--- config.mk ---
export PLATFORM = sky130hd
export DESIGN_NAME = cpuDatapath
export DESIGN_NICKNAME = d
export VERILOG_FILES = /design/src/cpuPkg.sv /design/src/aluUnit.sv /design/src/busEncoder.sv /design/src/cpuDatapath.sv /design/src/memDataReg.sv /design/src/registerFile.sv
export SDC_FILE = /design/constraint.sdc
export NUM_CORES = 2
export LEC_CHECK = 0
export BUFFER_PORTS_ARGS = -buffer_cell sky130_fd_sc_hd__buf_2
export CAP_MARGIN = 0
export CORE_MARGIN = 2
export CORE_UTILIZATION = 40
export CTS_BUF_LIST = sky130_fd_sc_hd__clkbuf_16
export CTS_CLUSTER_SIZE = 24
export DETAILED_ROUTE_END_ITERATION = 7
export HOLD_SLACK_MARGIN = 0.12
export PLACE_DENSITY_LB_ADDON = 0.12
export SLEW_MARGIN = 20
export SYNTH_ARGS = -nofsm -noshare
export SYNTH_HDL_FRONTEND = slang
export SYNTH_HIERARCHICAL = 1
export SYNTH_SLANG_ARGS = --single-unit
--- constraint.sdc ---
create_clock -name Clock -period 14.18 [get_ports Clock]
set_input_delay 2.836 -clock Clock [delete_from_list [all_inputs] [get_ports Clock]]
set_output_delay 2.836 -clock Clock [all_outputs]
set_load 0.02 [all_outputs]
--- src/cpuPkg.sv ---
package cpuPkg;

        localparam int dataWidth = 32;  // word and bus width
        localparam int regCount  = 16;  // general registers R0..R15

        // which unit currently drives the shared bus
        typedef enum logic [2:0] {
                srcNone  = 3'd0,  // bus reads zero when nothing is enabled
                srcReg   = 3'd1,  // one of the general registers
                srcPc    = 3'd2,
                srcZHigh = 3'd3,
                srcZLow  = 3'd4,
                srcMdr   = 3'd5,
                srcIr    = 3'd6
        } busSource;

        // ALU operation codes as driven on aluCode
        typedef enum logic [4:0] {
                opAdd   = 5'd0,   // Y + bus
                opSub   = 5'd1,   // Y - bus
                opAnd   = 5'd2,
                opOr    = 5'd3,
                opShl   = 5'd4,   // Y << bus[4:0]
                opShr   = 5'd5,   // logical Y >> bus[4:0]
                opNeg   = 5'd6,   // two's complement of the bus
                opNot   = 5'd7,   // bitwise inverse of the bus
                opMul   = 5'd8,   // signed, full 64-bit product
                opIncPc = 5'd9,   // bus + 1 with Y ignored
                opPass  = 5'd10   // bus copied to the low half
        } aluOp;

endpackage

--- src/aluUnit.sv ---
module aluUnit (
        input  cpuPkg::aluOp                   operation,
        input  logic [cpuPkg::dataWidth-1:0]   yValue,
        input  logic [cpuPkg::dataWidth-1:0]   busData,
        output logic [2*cpuPkg::dataWidth-1:0] result
);

        logic [cpuPkg::dataWidth-1:0]   low;
        logic [2*cpuPkg::dataWidth-1:0] product;
        logic [4:0]                     shiftAmount;

        assign shiftAmount = busData[4:0];  // only the low five bits count

        // signed 32x32 product
        assign product = $signed(yValue) * $signed(busData);

        always_comb begin
                low = '0;
                case (operation)
                        cpuPkg::opAdd: begin
                                low = yValue + busData;
                        end
                        cpuPkg::opSub: begin
                                low = yValue - busData;
                        end
                        cpuPkg::opAnd: begin
                                low = yValue & busData;
                        end
                        cpuPkg::opOr: begin
                                low = yValue | busData;
                        end
                        cpuPkg::opShl: begin
                                low = yValue << shiftAmount;
                        end
                        cpuPkg::opShr: begin
                                low = yValue >> shiftAmount;  // zero fill
                        end
                        cpuPkg::opNeg: begin
                                low = -busData;
                        end
                        cpuPkg::opNot: begin
                                low = ~busData;
                        end
                        cpuPkg::opIncPc: begin
                                low = busData + 1'b1;
                        end
                        cpuPkg::opPass: begin
                                low = busData;
                        end
                        cpuPkg::opMul: begin
                                low = product[cpuPkg::dataWidth-1:0];
                        end
                        default: begin
                                low = '0;
                                // x is tolerated before the sequencer drives aluCode
                                assert ($isunknown(operation))
                                        else $error("aluUnit: undefined opcode %0d",
                                                    operation);
                        end
                endcase
        end

        // only multiply fills the high half
        always_comb begin
                if (operation == cpuPkg::opMul)
                        result = product;
                else
                        result = {{cpuPkg::dataWidth{1'b0}}, low};
        end

endmodule

--- src/busEncoder.sv ---
module busEncoder (
        input  logic                         pcOut,
        input  logic                         zHighOut,
        input  logic                         zLowOut,
        input  logic                         mdrOut,
        input  logic                         irOut,
        input  logic [cpuPkg::regCount-1:0]  regOut,
        input  logic [cpuPkg::dataWidth-1:0] regValue,
        input  logic [cpuPkg::dataWidth-1:0] pcValue,
        input  logic [cpuPkg::dataWidth-1:0] zHighValue,
        input  logic [cpuPkg::dataWidth-1:0] zLowValue,
        input  logic [cpuPkg::dataWidth-1:0] mdrValue,
        input  logic [cpuPkg::dataWidth-1:0] irValue,
        output logic [cpuPkg::dataWidth-1:0] busData
);

        cpuPkg::busSource source;
        logic [5:0]       enables;

        assign enables = {pcOut, zHighOut, zLowOut, mdrOut, irOut, |regOut};

        // strobes to source code
        always_comb begin
                if (|regOut)
                        source = cpuPkg::srcReg;
                else if (pcOut)
                        source = cpuPkg::srcPc;
                else if (zHighOut)
                        source = cpuPkg::srcZHigh;
                else if (zLowOut)
                        source = cpuPkg::srcZLow;
                else if (mdrOut)
                        source = cpuPkg::srcMdr;
                else if (irOut)
                        source = cpuPkg::srcIr;
                else
                        source = cpuPkg::srcNone;

                // the shared bus has exactly one driver, never two
                assert ($onehot0(enables) || $isunknown(enables))
                        else $error("busEncoder: several out-enables high (%b)", enables);
        end

        always_comb begin
                case (source)
                        cpuPkg::srcReg:   busData = regValue;
                        cpuPkg::srcPc:    busData = pcValue;
                        cpuPkg::srcZHigh: busData = zHighValue;
                        cpuPkg::srcZLow:  busData = zLowValue;
                        cpuPkg::srcMdr:   busData = mdrValue;
                        cpuPkg::srcIr:    busData = irValue;
                        default:          busData = '0;  // idle bus reads zero
                endcase
        end

endmodule

--- src/cpuDatapath.sv ---
module cpuDatapath (
        input  logic                         Clock,
        input  logic                         rstN,
        input  logic                         pcOut,
        input  logic                         zHighOut,
        input  logic                         zLowOut,
        input  logic                         mdrOut,
        input  logic                         irOut,
        input  logic [cpuPkg::regCount-1:0]  regOut,
        input  logic                         pcIn,
        input  logic                         irIn,
        input  logic                         yIn,
        input  logic                         marIn,
        input  logic                         zIn,
        input  logic                         mdrIn,
        input  logic [cpuPkg::regCount-1:0]  regIn,
        input  logic                         incPc,
        input  cpuPkg::aluOp                 aluCode,
        input  logic                         read,
        input  logic [cpuPkg::dataWidth-1:0] mdataIn,
        output logic [cpuPkg::dataWidth-1:0] busData,
        output logic [cpuPkg::dataWidth-1:0] mdrValue,
        output logic [cpuPkg::dataWidth-1:0] marValue,
        output logic [cpuPkg::dataWidth-1:0] irValue
);

        logic [cpuPkg::dataWidth-1:0]   pcValue;
        logic [cpuPkg::dataWidth-1:0]   yValue;
        logic [cpuPkg::dataWidth-1:0]   zHighValue;
        logic [cpuPkg::dataWidth-1:0]   zLowValue;
        logic [cpuPkg::dataWidth-1:0]   regValue;
        logic [2*cpuPkg::dataWidth-1:0] aluResult;
        cpuPkg::aluOp                   operation;

        // fetch step overrides whatever aluCode says
        assign operation = incPc ? cpuPkg::opIncPc : aluCode;

        // PC, IR, Y and MAR all take the bus on their strobe
        always_ff @(posedge Clock) begin
                if (!rstN) begin
                        pcValue  <= '0;
                        irValue  <= '0;
                        yValue   <= '0;
                        marValue <= '0;
                end else begin
                        if (pcIn)
                                pcValue <= busData;
                        if (irIn)
                                irValue <= busData;
                        if (yIn)
                                yValue <= busData;
                        if (marIn)
                                marValue <= busData;
                end
        end

        // Z captures both halves of the ALU result at once
        always_ff @(posedge Clock) begin
                if (!rstN)
                        {zHighValue, zLowValue} <= '0;
                else if (zIn)
                        {zHighValue, zLowValue} <= aluResult;
        end

        registerFile i_registerFile (
                .Clock    (Clock),
                .rstN     (rstN),
                .busData  (busData),
                .regIn    (regIn),
                .regOut   (regOut),
                .regValue (regValue)
        );

        busEncoder i_busEncoder (
                .pcOut      (pcOut),
                .zHighOut   (zHighOut),
                .zLowOut    (zLowOut),
                .mdrOut     (mdrOut),
                .irOut      (irOut),
                .regOut     (regOut),
                .regValue   (regValue),
                .pcValue    (pcValue),
                .zHighValue (zHighValue),
                .zLowValue  (zLowValue),
                .mdrValue   (mdrValue),
                .irValue    (irValue),
                .busData    (busData)
        );

        aluUnit i_aluUnit (
                .operation (operation),
                .yValue    (yValue),
                .busData   (busData),
                .result    (aluResult)
        );

        memDataReg i_memDataReg (
                .Clock    (Clock),
                .rstN     (rstN),
                .busData  (busData),
                .mdataIn  (mdataIn),
                .read     (read),
                .mdrIn    (mdrIn),
                .mdrValue (mdrValue)
        );

        // in the fetch step PC out with incPc and zIn leaves PC + 1 in Z low
        assert property (@(posedge Clock) disable iff (!rstN)
                        incPc && zIn && pcOut |=> zLowValue == $past(pcValue) + 1)
                else $error("cpuDatapath: PC increment not captured in Z");

endmodule

--- src/memDataReg.sv ---
module memDataReg (
        input  logic                         Clock,
        input  logic                         rstN,
        input  logic [cpuPkg::dataWidth-1:0] busData,
        input  logic [cpuPkg::dataWidth-1:0] mdataIn,
        input  logic                         read,
        input  logic                         mdrIn,
        output logic [cpuPkg::dataWidth-1:0] mdrValue
);

        logic [cpuPkg::dataWidth-1:0] nextValue;

        // memory read data wins over the bus while read is high
        assign nextValue = read ? mdataIn : busData;

        always_ff @(posedge Clock) begin
                if (!rstN)
                        mdrValue <= '0;
                else if (mdrIn)
                        mdrValue <= nextValue;
        end

endmodule

--- src/registerFile.sv ---
module registerFile (
        input  logic                         Clock,
        input  logic                         rstN,
        input  logic [cpuPkg::dataWidth-1:0] busData,
        input  logic [cpuPkg::regCount-1:0]  regIn,
        input  logic [cpuPkg::regCount-1:0]  regOut,
        output logic [cpuPkg::dataWidth-1:0] regValue
);

        logic [cpuPkg::dataWidth-1:0] regs [cpuPkg::regCount];

        // every register with its regIn bit set takes the bus at the edge
        always_ff @(posedge Clock) begin
                for (int i = 0; i < cpuPkg::regCount; i++) begin
                        if (!rstN)
                                regs[i] <= '0;
                        else if (regIn[i])
                                regs[i] <= busData;
                end
        end

        // read port as an and-or mux since regOut is one-hot or zero
        always_comb begin
                regValue = '0;
                for (int i = 0; i < cpuPkg::regCount; i++) begin
                        if (regOut[i])
                                regValue = regValue | regs[i];
                end
        end

        // the sequencer may enable at most one register onto the bus per step
        assert property (@(posedge Clock) disable iff (!rstN) $onehot0(regOut))
                else $error("registerFile: more than one regOut bit high (%b)", regOut);

        // a register loaded in one step reads back the same word when enabled next step
        assert property (@(posedge Clock) disable iff (!rstN)
                        $past(regIn) != '0 && regOut == $past(regIn) |->
                        regValue == $past(busData))
                else $error("registerFile: read back differs from loaded word");

endmodule

==> results.md <==
- Syn Area/Cell: 10.0 um^2
- Total track usage: 0.299
- Commonest non-fill, non-tap cell in the layout: fa_1
- Clock root cell: clkbuf_16
- Unrepaired setup endpoints after global routing: no
- Cts repair resizes: 0
- Top FF cell, synth: edfxtp_1
- Chip width: 446 um
- Hold WC Path Type: reg -> reg
- Post-route setup TNS: 0 ns
- Overall routed net length: 298 mm
- Final period util: 0.925
- Top-level port count: 212
- Outcome: completed
- Syn nets: 9224
- Yosys Warn Count: 6
- R2r endpoint: zHighValue[15]
- Remaining antenna violation count: 0
- Worst Hold Launch: marValue[31]
- Sequential-to-total area share from yosys stat: 0.254
- Relative slew margins: 0.163
- Slew @ Worst Pin: 1.26 ns
- Worst hold path stage count: 2
- F_max: 76.2 MHz
- Final GP Congestion: 0.971
- Layout cells sized above 1: 0.0938
- Via Count: 59700
- Number of remaining DRC errors: 0
- Final worst path period need: 13.11 ns
- WHS Endpoint: marValue[31]
- Pre-CTS WS: 0.634 ns
- Num rows: 162
- Effective utilization at floorplan: 0.402
- TritonCTS clock tree: done
- WP buf/inv: 4
- Cts bufs inserted: 86
- PortBufs: 211
- Most frequent cells in the layout: 1084 x fa_1, 1048 x inv_1, 659 x nand2_1
- Max_cap viols: 0
- Worst-path maximum fanout: 28
- R2r setup slk: 3.18 ns
- Post-synth EDFFs: 512
- Post-synthesis cell type count: 92
- Synth top area share: 0.278
- Clk pin slew, worst setup/hold paths: 0.06 ns
- Die Ht: 446 um
- Setup Skew: 0.0533 ns
- Endpoints failing hold: 0
- Nets: 9109
- Wirelength per Cell: 28.9 um
- WS Path Type: in -> reg
- Top cells by area, synth: fa_1 28%, edfxtp_1 20%, dfxtp_1 5.7%, inv_1 4.9%, and2_1 4.4%
- Initial antenna violation count: 15
- Core area: 0.194 mm^2
- Area leader, netlist: fa_1
- Finish-stage setup viols: 0
- FFs w/ async S/R, synth: 0
- Later-pin clock latency in the skew report: 0.74 ns
- Hpwl dp: 211 mm
- Pin count of the biggest net entering global routing: 204
- Fin worst setup slack: 1.07 ns
- Area Overhead vs Synth: 8.22%
- CP max stage delay: 0.80 ns
- Setup crit end kind: flop
- WP data arrival: 13.77 ns
- Postcts setup bufs: 0
- Grt total ovfl: 0
- Largest delay contributor family on the critical path: adder cells
- Reg2reg start: i_registerFile/regs[0][13]
- Vias per std cell: 5.78
- First-pass GRT wire length: 435 mm
- Initial drt markers: 5536
- Max Root-Sink Buffers: 3
- CP required: 14.84 ns
- Die ar.: 0.199 mm^2
- Mapped Area: 0.0781 mm^2
- Startpoint class of the critical path: input pin
- Hold buffer count at CTS: 0
- H-Tree Depth: 3
- Worst R2R Path Depth: 29
- FF+latch count, synth: 736
- Vias in the first global route: 60600
- Post-synthesis cell count: 7810
- CP max stage cell: a221oi_1
- # fillers: 18700
- Register area: 0.0199 mm^2
- TritonCTS Sinks: 736
- DRT Pass-1 Iters: 8
- Fin. max-slew vios: 0
- Area of the multi-input gates: 0.0517 mm^2
- CP most frequent cell: fa_1
==> layout make-up <==
cell class | count | area share
sequential | 736 | 0.236
clock inverter | 74 | 0.00873
inverter | 1034 | 0.0459
tap | 2542 | 0.0376
clock buffer | 87 | 0.0258
timing repair buffer | 433 | 0.0346
multi-input combinational | 5404 | 0.612
antenna | 7 | 0.000207
==> per-layer routing <==
layer	track usage	vias up	part of all wire
li1	-	25800	-
met1	0.413	31100	0.43
met2	0.473	2298	0.46
met3	0.0409	455	0.070
met4	0.123	8	0.045
met5	0	-	0.00020
==> cells by family after synthesis <==
family                   share of synthesized area
XOR/XNOR                                    0.0101
buffers and inverters                       0.0886
flip-flops                                   0.254
AND/OR/NAND/NOR                              0.175
adder cells (fa/ha/maj)                      0.317
AO/OA/AOI/OAI                                0.104
multiplexers                                0.0511
==> registers in the layout (all words and copies together), names as in the netlist <==
| signal | count |
|---|---|
| i_registerFile/regs | 512 |
| zLowValue | 32 |
| i_memDataReg/mdrValue | 32 |
| marValue | 32 |
| yValue | 32 |
| pcValue | 32 |
| irValue | 32 |
| zHighValue | 32 |
==> worst max path at each step <==
stage / start / endpoint / slack [ns] / cells past startpoint
after CTS: regOut[0] / zHighValue[15] / 1.36 / 30
after global routing: regOut[0] / zHighValue[15] / 0.94 / 30
after global placement: regOut[3] / zHighValue[15] / 0.74 / 29
after detailed placement: regOut[0] / zHighValue[15] / 0.63 / 30
after floorplan: zLowOut / zHighValue[24] / 1.29 / 35
final: regOut[0] / zHighValue[15] / 1.07 / 30
==> metrics by stage <==
step / cell area [um^2] / utilization / hold WS [ns] / instances
after detailed placement: 81600 / 0.420 / 0.501 / 10100
after CTS: 84500 / 0.435 / 0.515 / 10300
after floorplan: 78100 / - / 0.483 / 7810
after global placement: 81500 / 0.419 / 0.492 / 10100
after global routing: 84500 / 0.435 / 0.539 / 10300
final: 84500 / 0.435 / 0.508 / 10300
==> tightest hold or removal path: stages, from the launching register on <==
cell,delay [ns]
dfxtp_1,0.32
mux2i_1,0.06
nor2b_1,0.09
==> cells in the mapped netlist (17+ instances only) <==
cell type and count:
fa_1 1084, inv_1 1029, nand2_1 659, and2_1 548, and3_1 527, edfxtp_1 512
clkbuf_1 464, mux2i_1 275, ha_1 246, a21oi_1 238, nor2b_1 236, nor2_1 225
dfxtp_1 224, o21ai_0 165, a22o_1 157, a221oi_1 149, a21o_1 92, buf_2 81
nand3b_1 67, xnor2_1 59, nand4_1 51, mux4_2 50, buf_6 48, nor3_1 48
nand2b_1 47, nand3_1 40, o211ai_1 40, a41oi_1 35, xor2_1 31, a31oi_2 30
or3_1 29, a211oi_1 21, a31oi_1 20, o21bai_1 19, o21a_1 17, o22ai_1 17
Power is left out: the tool's default activity adds up to more than one toggle a clock period on the data nets, which glitch-free logic cannot reach.
